File: config.mk
export PLATFORM = sky130hd
export DESIGN_NAME = crc24_burst_top
export DESIGN_NICKNAME = d
export VERILOG_FILES = /design/src/hdl/crc24_pkg.sv /design/src/hdl/crc_window_if.sv /design/src/hdl/crc24_zero_advance.sv /design/src/hdl/burst_intake.sv /design/src/hdl/crc24_word_evolve.sv /design/src/hdl/crc24_window_combine.sv /design/src/hdl/crc_result_port.sv /design/src/hdl/crc24_burst_top.sv
export SDC_FILE = /design/constraint.sdc
export NUM_CORES = 2
export LEC_CHECK = 0
export ABC_CLOCK_PERIOD_IN_PS = 52400
export BUFFER_PORTS_ARGS = -buffer_cell sky130_fd_sc_hd__buf_2
export CAP_MARGIN = 10
export CORE_ASPECT_RATIO = 0.7
export CORE_MARGIN = 2
export CORE_UTILIZATION = 33
export CTS_CLUSTER_SIZE = 28
export DETAILED_ROUTE_END_ITERATION = 10
export PLACE_DENSITY_LB_ADDON = 0.12
export SYNTH_ARGS = -nofsm -noshare
export SYNTH_HDL_FRONTEND = slang
export SYNTH_SLANG_ARGS = --single-unit
File: constraint.sdc
create_clock -name clk -period 52.4 [get_ports clk]
set_input_delay 0 -clock clk [delete_from_list [all_inputs] [get_ports clk]]
set_output_delay 0 -clock clk [all_outputs]
set_load 0.01 [all_outputs]
File: src/hdl/crc24_pkg.sv
`default_nettype none

package crc24_pkg;

    ///////////////////////////////
    // widths and limits
    ///////////////////////////////
    localparam int CRC_W     = 24;
    localparam int WORD_W    = 64;
    localparam int MAX_WORDS = 6;

    // crc state or evolved word
    typedef logic [CRC_W-1:0]  crc_t;
    // one data word of a burst
    typedef logic [WORD_W-1:0] data_word_t;
    // words preceding the newest one, 0 to 5
    typedef logic [2:0]        cover_t;

    // generator 0x328B63 without its top bit
    localparam crc_t CRC_POLY = 24'h328B63;
    // start value of every burst
    localparam crc_t CRC_INIT = 24'hFFFFFF;

    // four-phase word handshake on the input side
    typedef enum logic [1:0] {in_idle, in_acked, in_blocked} intake_state_t;
    // result handshake on the output side
    typedef enum logic [1:0] {res_empty, res_offered, res_taken} result_state_t;

    // one step of the crc24 register, msb first, no reflection
    function automatic crc_t crc_shift(crc_t s, logic b);
        logic fb;
        fb = s[CRC_W-1] ^ b;
        return {s[CRC_W-2:0], 1'b0} ^ (fb ? CRC_POLY : crc_t'(0));
    endfunction

endpackage

`default_nettype wire

File: src/hdl/crc_window_if.sv
`timescale 1ns/1ns
`default_nettype none

interface crc_window_if;

    // pulses once per burst, when the last word is in the window
    logic                valid;
    // how many older words belong to this burst
    crc24_pkg::cover_t   covered;
    // evolved words, index 0 newest, index k is k places older
    crc24_pkg::crc_t     evo [crc24_pkg::MAX_WORDS];

    // evolver side
    modport producer (
        output valid,
        output covered,
        output evo
    );

    // combiner side
    modport consumer (
        input valid,
        input covered,
        input evo
    );

endinterface

`default_nettype wire

File: src/hdl/crc24_zero_advance.sv
`timescale 1ns/1ns
`default_nettype none

module crc24_zero_advance #(
    // number of all-zero 64-bit words, 1 to 6
    parameter int WORDS = 1
) (
    input  wire crc24_pkg::crc_t state_in,
    output crc24_pkg::crc_t      state_out
);

    localparam int BITS = WORDS * crc24_pkg::WORD_W;

    crc24_pkg::crc_t s;

    ///////////////////////////////
    // zero-data advance
    ///////////////////////////////
    // linear in state_in, so this folds into a xor matrix
    always_comb begin
        s = state_in;
        for (int i = 0; i < BITS; i++) begin
            s = crc24_pkg::crc_shift(s, 1'b0);
        end
    end

    assign state_out = s;

endmodule

`default_nettype wire

File: src/hdl/burst_intake.sv
`timescale 1ns/1ns
`default_nettype none

module burst_intake (
    input  wire logic                  clk,
    input  wire logic                  arst,
    input  wire logic                  word_req,
    input  wire crc24_pkg::data_word_t word_data_in,
    input  wire logic                  word_last_in,
    output logic                       word_ack,
    input  wire logic                  result_taken,
    output logic                       word_valid,
    output crc24_pkg::data_word_t      word_data,
    output logic                       word_last
);

    crc24_pkg::intake_state_t state;

    ///////////////////////////////
    // four-phase slave handshake
    ///////////////////////////////
    always_ff @(posedge clk or posedge arst) begin
        if (arst) begin
            state      <= crc24_pkg::in_idle;
            word_ack   <= 1'b0;
            word_valid <= 1'b0;
            word_last  <= 1'b0;
        end else begin
            // default no new word
            word_valid <= 1'b0;
            case (state)
                crc24_pkg::in_idle: begin
                    if (word_req) begin
                        word_ack   <= 1'b1;
                        word_valid <= 1'b1;
                        word_last  <= word_last_in;
                        // a last word holds off the next burst
                        state      <= word_last_in ? crc24_pkg::in_blocked
                                                   : crc24_pkg::in_acked;
                    end
                end
                crc24_pkg::in_acked: begin
                    // wait for the host to drop req
                    if (!word_req) begin
                        word_ack <= 1'b0;
                        state    <= crc24_pkg::in_idle;
                    end
                end
                crc24_pkg::in_blocked: begin
                    // finish the pending handshake while blocked
                    if (!word_req) begin
                        word_ack <= 1'b0;
                    end
                    if (result_taken) begin
                        // req still high means ack has yet to fall
                        state <= (word_ack && word_req) ? crc24_pkg::in_acked
                                                        : crc24_pkg::in_idle;
                    end
                end
                default: begin
                    state    <= crc24_pkg::in_idle;
                    word_ack <= 1'b0;
                end
            endcase
        end
    end

    // data word is captured together with the ack
    always_ff @(posedge clk) begin
        if (state == crc24_pkg::in_idle && word_req) begin
            word_data <= word_data_in;
        end
    end

endmodule

`default_nettype wire

File: src/hdl/crc24_word_evolve.sv
`timescale 1ns/1ns
`default_nettype none

module crc24_word_evolve (
    input  wire logic                  clk,
    input  wire logic                  arst,
    input  wire logic                  word_valid,
    input  wire crc24_pkg::data_word_t word_data,
    input  wire logic                  word_last,
    crc_window_if.producer             win
);

    // crc of one word from a zero state, msb first
    function automatic crc24_pkg::crc_t evolve_word(crc24_pkg::data_word_t w);
        crc24_pkg::crc_t s;
        s = '0;
        for (int i = crc24_pkg::WORD_W - 1; i >= 0; i--) begin
            s = crc24_pkg::crc_shift(s, w[i]);
        end
        return s;
    endfunction

    crc24_pkg::crc_t contrib;
    crc24_pkg::crc_t evo_q [crc24_pkg::MAX_WORDS];
    crc24_pkg::cover_t covered_q;
    logic in_burst;
    logic valid_q;

    // 64 levels of xor, flattened by synthesis
    assign contrib = evolve_word(word_data);

    ///////////////////////////////
    // burst window
    ///////////////////////////////
    // newest contribution enters at 0, older ones move up
    always_ff @(posedge clk) begin
        if (word_valid) begin
            evo_q[0] <= contrib;
            for (int k = 1; k < crc24_pkg::MAX_WORDS; k++) begin
                // first word of a burst drops any stale history
                evo_q[k] <= in_burst ? evo_q[k-1] : crc24_pkg::crc_t'(0);
            end
        end
    end

    // count of older words and the burst flag
    always_ff @(posedge clk or posedge arst) begin
        if (arst) begin
            covered_q <= '0;
            in_burst  <= 1'b0;
            valid_q   <= 1'b0;
        end else begin
            valid_q <= word_valid && word_last;
            if (word_valid) begin
                in_burst <= !word_last;
                if (!in_burst) begin
                    covered_q <= '0;
                end else if (covered_q != crc24_pkg::cover_t'(crc24_pkg::MAX_WORDS - 1)) begin
                    // saturate, longer bursts are undefined
                    covered_q <= covered_q + crc24_pkg::cover_t'(1);
                end
            end
        end
    end

    assign win.valid   = valid_q;
    assign win.covered = covered_q;
    assign win.evo     = evo_q;

endmodule

`default_nettype wire

File: src/hdl/crc24_window_combine.sv
`timescale 1ns/1ns
`default_nettype none

module crc24_window_combine (
    input  wire logic         clk,
    input  wire logic         arst,
    crc_window_if.consumer    win,
    output crc24_pkg::crc_t   crc_value,
    output logic              crc_done
);

    localparam int HIST = crc24_pkg::MAX_WORDS - 1;

    // start value advanced by 1 to 6 words, constant after synthesis
    crc24_pkg::crc_t init_adv [crc24_pkg::MAX_WORDS];
    // history entry k advanced by k words
    crc24_pkg::crc_t hist_adv [HIST];

    ///////////////////////////////
    // zero-word advances
    ///////////////////////////////
    for (genvar g = 0; g < crc24_pkg::MAX_WORDS; g++) begin : g_init
        crc24_zero_advance #(.WORDS(g + 1)) u_init_adv (
            .state_in  (crc24_pkg::CRC_INIT),
            .state_out (init_adv[g])
        );
    end

    for (genvar g = 0; g < HIST; g++) begin : g_hist
        crc24_zero_advance #(.WORDS(g + 1)) u_hist_adv (
            .state_in  (win.evo[g+1]),
            .state_out (hist_adv[g])
        );
    end

    ///////////////////////////////
    // stage one, select terms
    ///////////////////////////////
    crc24_pkg::crc_t s1_new;
    crc24_pkg::crc_t s1_init;
    crc24_pkg::crc_t s1_hist [HIST];
    logic            s1_valid;

    always_ff @(posedge clk) begin
        if (win.valid) begin
            // newest word needs no advance
            s1_new  <= win.evo[0];
            // start value sits covered+1 words back
            s1_init <= init_adv[win.covered];
            for (int k = 0; k < HIST; k++) begin
                // only words of this burst count
                s1_hist[k] <= (crc24_pkg::cover_t'(k + 1) <= win.covered) ? hist_adv[k]
                                                                          : '0;
            end
        end
    end

    always_ff @(posedge clk or posedge arst) begin
        if (arst) begin
            s1_valid <= 1'b0;
        end else begin
            s1_valid <= win.valid;
        end
    end

    ///////////////////////////////
    // stage two, xor the terms
    ///////////////////////////////
    crc24_pkg::crc_t sum;

    always_comb begin
        sum = s1_new ^ s1_init;
        for (int k = 0; k < HIST; k++) begin
            sum = sum ^ s1_hist[k];
        end
    end

    always_ff @(posedge clk or posedge arst) begin
        if (arst) begin
            crc_value <= crc24_pkg::CRC_INIT;
            crc_done  <= 1'b0;
        end else begin
            crc_done <= s1_valid;
            if (s1_valid) begin
                crc_value <= sum;
            end
        end
    end

endmodule

`default_nettype wire

File: src/hdl/crc_result_port.sv
`timescale 1ns/1ns
`default_nettype none

module crc_result_port (
    input  wire logic            clk,
    input  wire logic            arst,
    input  wire crc24_pkg::crc_t crc_in,
    input  wire logic            crc_done,
    output logic                 crc_req,
    output crc24_pkg::crc_t      crc_value,
    input  wire logic            crc_ack,
    output logic                 result_taken
);

    crc24_pkg::result_state_t state;
    // a result arrived while the host still held ack
    logic held;

    ///////////////////////////////
    // result handshake
    ///////////////////////////////
    always_ff @(posedge clk or posedge arst) begin
        if (arst) begin
            state        <= crc24_pkg::res_empty;
            crc_req      <= 1'b0;
            crc_value    <= crc24_pkg::CRC_INIT;
            result_taken <= 1'b0;
            held         <= 1'b0;
        end else begin
            result_taken <= 1'b0;
            // value must stay stable while offered
            if (crc_done && state != crc24_pkg::res_offered) begin
                crc_value <= crc_in;
            end
            case (state)
                crc24_pkg::res_empty: begin
                    if (crc_done) begin
                        crc_req <= 1'b1;
                        state   <= crc24_pkg::res_offered;
                    end
                end
                crc24_pkg::res_offered: begin
                    if (crc_ack) begin
                        result_taken <= 1'b1;
                        crc_req      <= 1'b0;
                        state        <= crc24_pkg::res_taken;
                    end
                end
                crc24_pkg::res_taken: begin
                    if (crc_done) begin
                        held <= 1'b1;
                    end
                    if (!crc_ack) begin
                        // offer a result that came in meanwhile
                        held    <= 1'b0;
                        crc_req <= held || crc_done;
                        state   <= (held || crc_done) ? crc24_pkg::res_offered
                                                      : crc24_pkg::res_empty;
                    end
                end
                default: begin
                    state   <= crc24_pkg::res_empty;
                    crc_req <= 1'b0;
                end
            endcase
        end
    end

endmodule

`default_nettype wire

File: src/hdl/crc24_burst_top.sv
`timescale 1ns/1ns
`default_nettype none

module crc24_burst_top (
    input  wire logic                  clk,
    input  wire logic                  arst,
    input  wire logic                  word_req,
    input  wire crc24_pkg::data_word_t word_data,
    input  wire logic                  word_last,
    output logic                       word_ack,
    output logic                       crc_req,
    output crc24_pkg::crc_t            crc_value,
    input  wire logic                  crc_ack
);

    // intake to evolver
    logic                  in_valid;
    crc24_pkg::data_word_t in_data;
    logic                  in_last;
    // combiner to result port
    crc24_pkg::crc_t       comb_crc;
    logic                  comb_done;
    // unblocks the intake
    logic                  result_taken;

    crc_window_if win ();

    burst_intake u_intake (
        .clk          (clk),
        .arst         (arst),
        .word_req     (word_req),
        .word_data_in (word_data),
        .word_last_in (word_last),
        .word_ack     (word_ack),
        .result_taken (result_taken),
        .word_valid   (in_valid),
        .word_data    (in_data),
        .word_last    (in_last)
    );

    crc24_word_evolve u_evolve (
        .clk        (clk),
        .arst       (arst),
        .word_valid (in_valid),
        .word_data  (in_data),
        .word_last  (in_last),
        .win        (win.producer)
    );

    crc24_window_combine u_combine (
        .clk       (clk),
        .arst      (arst),
        .win       (win.consumer),
        .crc_value (comb_crc),
        .crc_done  (comb_done)
    );

    crc_result_port u_result (
        .clk          (clk),
        .arst         (arst),
        .crc_in       (comb_crc),
        .crc_done     (comb_done),
        .crc_req      (crc_req),
        .crc_value    (crc_value),
        .crc_ack      (crc_ack),
        .result_taken (result_taken)
    );

endmodule

`default_nettype wire

## After elaboration in Yosys (flattened, before gate mapping)

Memories as Yosys holds them, arrays and structs flattened. A register that Yosys moved wholly into a read port is not among the register bits.
Index checks and enable logic that the tools add are counted.

- Equality and inequality tests: 15
- Multiplexer cells: 1056
- $add $sub $neg: 1
- Order comparisons: 5
- Bitwise operators: 1093
- Reduce and logical (&&, ||, !) cells: 15

Operators by type and width:

| kind | count |
|---|---|
| two-way mux 22 bit | 1024 |
| XOR 24 x 22 -> 24 bit | 721 |
| XOR 24 bit | 308 |
| two-way mux 24 bit | 5 |
| XOR 1 bit | 62 |
| two-way mux 1 bit | 14 |
| two-way mux 2 bit | 7 |
| != test 2 bit, second input constant | 7 |
| one-hot mux 2 bit (3 select lines) | 2 |
| AND reduction 2 bit | 4 |
| <= comparator 2 x 3 -> 1 bit, first input constant | 2 |
| <= comparator 3 bit, first input constant | 2 |
| two-way mux 3 bit | 2 |
| != test 2 x 1 -> 1 bit, second input constant | 3 |
| AND reduction 3 bit | 2 |
| equality test 2 x 1 -> 1 bit, second input constant | 2 |
| equality test 2 bit, second input constant | 2 |
| logical AND 1 bit | 4 |
| logical NOT 2 bit | 2 |
| NOT 3 -> 4 bit | 1 |
| adder 3 x 1 -> 3 bit, second input constant | 1 |
| <= comparator 1 x 3 -> 1 bit, first input constant | 1 |
| != test 3 bit, second input constant | 1 |
| one-hot mux 1 bit (3 select lines) | 1 |
| 5 further kinds | 5 |

- Bits in read-only memories: 192
- Flip-flop bits (word level): 297
- Memories: 2
- Bits in writable memories: 120
- Logic and storage cells: 2210

Memories:

| memory | depth | bits a word | rd ports | clocked after Yosys merged registers in | wr ports | line | text |
|---|---|---|---|---|---|---|---|
| (no name shown) | 8 | 24 | 1 | 1 | 0 | crc24_window_combine.sv:49 | `s1_init <= init_adv[win.covered];` |
| u_combine.s1_hist | 5 | 24 | 5 | 0 | 5 | crc24_window_combine.sv:41 | `crc24_pkg::crc_t s1_hist [HIST];` |

## Longest topological paths before layout

- Depth in word-level cells: 641
- Gate-level depth with buffers: 68
- Gate-level depth less buffers: 60

## Modules after synthesis

From an unflattened synthesis, not the netlist that was laid out.

- Cell total of the unflattened synthesis: 17871
- Area, all modules: 274139.2 µm²

Modules (own cells, without submodules):

| module | cells an instance | times used | area each (µm²) |
|---|---|---|---|
| crc24_zero_advance (u_combine.g_hist[4].u_hist_adv ...) | 2351 | 2 | 36123.4 |
| crc24_zero_advance (u_combine.g_hist[3].u_hist_adv ...) | 1850 | 2 | 28050.7 |
| crc24_zero_advance (u_combine.g_init[5].u_init_adv) | 2740 | 1 | 42918.7 |
| crc24_zero_advance (u_combine.g_hist[2].u_hist_adv ...) | 1330 | 2 | 20180.6 |
| crc24_zero_advance (u_combine.g_hist[1].u_hist_adv ...) | 868 | 2 | 12992.5 |
| crc24_zero_advance (u_combine.g_hist[0].u_hist_adv ...) | 418 | 2 | 5895.7 |
| crc24_word_evolve | 754 | 1 | 11761.3 |
| crc24_window_combine | 580 | 1 | 9507.9 |
| burst_intake | 90 | 1 | 2215.9 |
| crc_result_port | 73 | 1 | 1249.9 |

## Worst setup path before layout

No wires, ideal clock.

- Kind: flip-flop to flip-flop
- Start: register u_evolve.evo_q, in the netlist u_evolve.win.evo[17]
- End: memory u_combine.s1_hist[4][21] (netlist bit) (data pin)
- Data arrival time: 25.986 ns
- Slack: 26.157 ns
- Cell stages (with the launch flop): 62
- Required time: 52.143 ns
- Cell sequence: edfxtp_1 buf_4 xnor3_2 xnor2_4 xnor3_2 xnor3_1 xnor2_2 xnor3_2 xor2_2 xor3_1 xnor3_1 xnor3_2 xnor3_1 xnor3_1 xnor3_2 xor2_1 xnor3_1 xor3_1 (+26 left out) xor2_2 xor3_2 xor3_2 xnor2_2 xnor3_1 xnor3_1 xnor2_2 xnor3_2 xnor3_2 xnor3_2 xnor3_2 xnor3_2 xor3_4 xnor3_2 xnor3_2 xnor3_1 xor3_1 nor2_1

RTL lines:

| element | line | text |
|---|---|---|
| from (decl) | crc24_word_evolve.sv:24 | `crc24_pkg::crc_t evo_q [crc24_pkg::MAX_WORDS];` |
| from (signal, indexed assignment) | crc24_word_evolve.sv:41 | `evo_q[k] <= in_burst ? evo_q[k-1] : crc24_pkg::crc_t'(0);` |
| to (decl) | crc24_window_combine.sv:41 |  |

==> results.cfg <==
[outcome]
status = finished, final reports clean

[route]
via_per_inst = 4.62
dr_total_vias = 56589
final_antenna_net_count = 0
drt-initial-drc-count = 4679
first_pass_iters = 5
drc_errors = 0
wl_per_cell_um = 23.4
wl_um = 287000

[setup_path]
arrival_ns = 32.43
critPathKind = reg -> reg
cp-start-kind = flip-flop
max_stage_delay_ns = 0.90
endpoint_kind = flip-flop
cp_max_fo = 12
critPathRequiredTime_ns = 52.74
cpMostUsedCell = xnor3_1
crit_slowest_cell = xnor2_1

[floorplanning]
fp.coreArea_um2 = 314000
start_util_pct = 33.2
fp.dieH_um = 475
fp.dieW_um = 676
num_rows = 172
num_io_pins = 95
die_area_um2 = 321000

[final_layout]
final_cell_mix = xnor2_1 (3566), xnor3_1 (1506), xor2_1 (1353)
num-fill-cells = 30485
syn_to_final_growth_pct = 7.67
layout_commonest_cell = xnor2_1
num-nets-final = 8112
final_area_um2 = 112000
drive_gt1_share_pct = 7.14

[synth]
syn_avg_cell_area_um2 = 13.2
synth_area_um2 = 104000
synth_cell_type_count = 39
synth_nets = 7958
synth-seq-area-share_pct = 12.3
ys_warn_count = 0
ys_ff_latch = 435
syn_inst = 7879

[cts]
cts_max_level = 2
cts_resized = 0
clock-root-buffer = clkbuf_16
postCtsSetupBuffers = 0
clock_path_buffers = 3
cts_buffers = 46
clk_latency_ns = 0.63
clkSinkCount = 435
ctsHoldBuffers = 70
cts_tree = yes
cts.clk_slew.worst_paths_ns = 0.07

[sta]
clock.fmax_ghz = 0.0312
period_needed_ns = 32.09
fin_crit_sh_pct = 61.2
grt_setup_unrepaired = false
tightest_slew_ns = 1.20
slew_headroom_pct = 20.1
fin_skew_ns = 0.0358
setup-violations-final = 0
finalSetupTns_ns = 0
hold_viol_final = 0
drv_slew = 0
hold_ws_ns = 0.0947

[global_route]
overflow = 0
grt_use_total_pct = 17.6
antenna_found_initial = 4
first_global_vias = 58777
grt_max_degree = 120
grt_pass1_wl_um = 420000

[hold_path]
holdCritPathClass = in -> reg

[flow_run]
maxCapViolations = 0

[place]
place.gp.congestion = 0.925
place_area_um2 = 110000
hpwl_um = 244000
port_buffers = 94
[cells in the mapped netlist (all sizes together)]
cell type,instances,area share (%)
xnor3,1588,34
nand3,2,0.0096
buf,29,0.16
mux2,47,0.51
xor2,1407,12
a21oi,18,0.086
mux2i,1,0.0096
o31ai,1,0.0072
o21ai,10,0.048
o22ai,2,0.012
a311oi,1,0.0084
nor2b,12,0.072
xor3,296,6.8
nor3,1,0.0048
or2,3,0.018
dfrtp,17,0.41
o211ai,1,0.0072
xnor2,3666,32
ha,10,0.12
edfxtp,370,11
inv,24,0.086
clkbuf,72,0.26
o32ai,1,0.0084
a31oi,1,0.0060
dfstp,48,1.2
and2,127,0.76
nor2,112,0.40
nand2,12,0.043
[worst paths after layout]
kind | slack [ns] | endpoint | start | depth (start not counted)
setup / recovery | 20.31 | u_combine.s1_hist[4][5] | u_evolve.win.evo[22] | 60
hold / removal | 0.09 | u_intake.word_data[17] | word_data[17] | 2
setup reg to reg | 20.31 | u_combine.s1_hist[4][5] | u_evolve.win.evo[22] | 60
hold reg to reg | 0.45 | u_combine.s1_new[8] | u_evolve.win.evo[128] | 0
max in group asynchronous | 50.81 | u_evolve.win.valid | arst | 5
min in group asynchronous | 0.37 | u_combine.crc_done | arst | 4
[registers in the layout (all words and copies together) (netlist names), 3 cells and up]
name / flops
u_intake.word_data: 64
u_combine.s1_init: 18
u_combine.crc_value: 24
u_evolve.win.evo: 144
u_evolve.win.covered: 3
u_combine.s1_new: 24
u_result.crc_value: 24
u_combine.s1_hist: 120
[critical path, delay by kind of cell (launching register included)]
kind	cells	cell delay, ns
flops	1	0.59
xor+xnor	59	31.00
simple gates	1	0.07
[cells by family (layout without fill, tap and decap cells)]
family	after synthesis	in the layout	synth area share, %
fa+ha+maj	10	10	0.120
flops	435	435	12.3
mux	48	48	0.517
other cells	0	1	0
buf+inv	125	317	0.502
compound gates	35	35	0.183
simple gates	269	269	1.31
xor+xnor	6957	6957	85.1
[metrics by stage]
stage               instances  worst slack [ns]  util, %
floorplan                7879             26.16        -
global placement        12091             20.26     35.0
detailed placement      12091             20.70     35.0
CTS                     12247             20.57     35.8
global route            12248             19.07     35.8
finish                  12248             20.31     35.8
[routing by layer]
metal,vias up,track usage [%],wire [um]
li1,26375,-,-
met1,28758,30.6,162000
met2,1375,22.7,107000
met3,81,2.73,17000
met4,0,0.908,1530
met5,-,0,0
[layout make-up]
type,count,area (um2),share of cell area (%)
inverters,24,91.3,0.0813
repair buffers,207,1490,1.33
flip-flops and latches,435,12800,11.4
clock inverters,32,492,0.438
clock buffers,54,1180,1.05
diodes,1,2.50,0.00223
well taps,4176,5230,4.65
multi-input cells,7319,91100,81.1
Power is left out: the tool's default activity adds up to more than one toggle a clock period on the data nets, which glitch-free logic cannot reach.
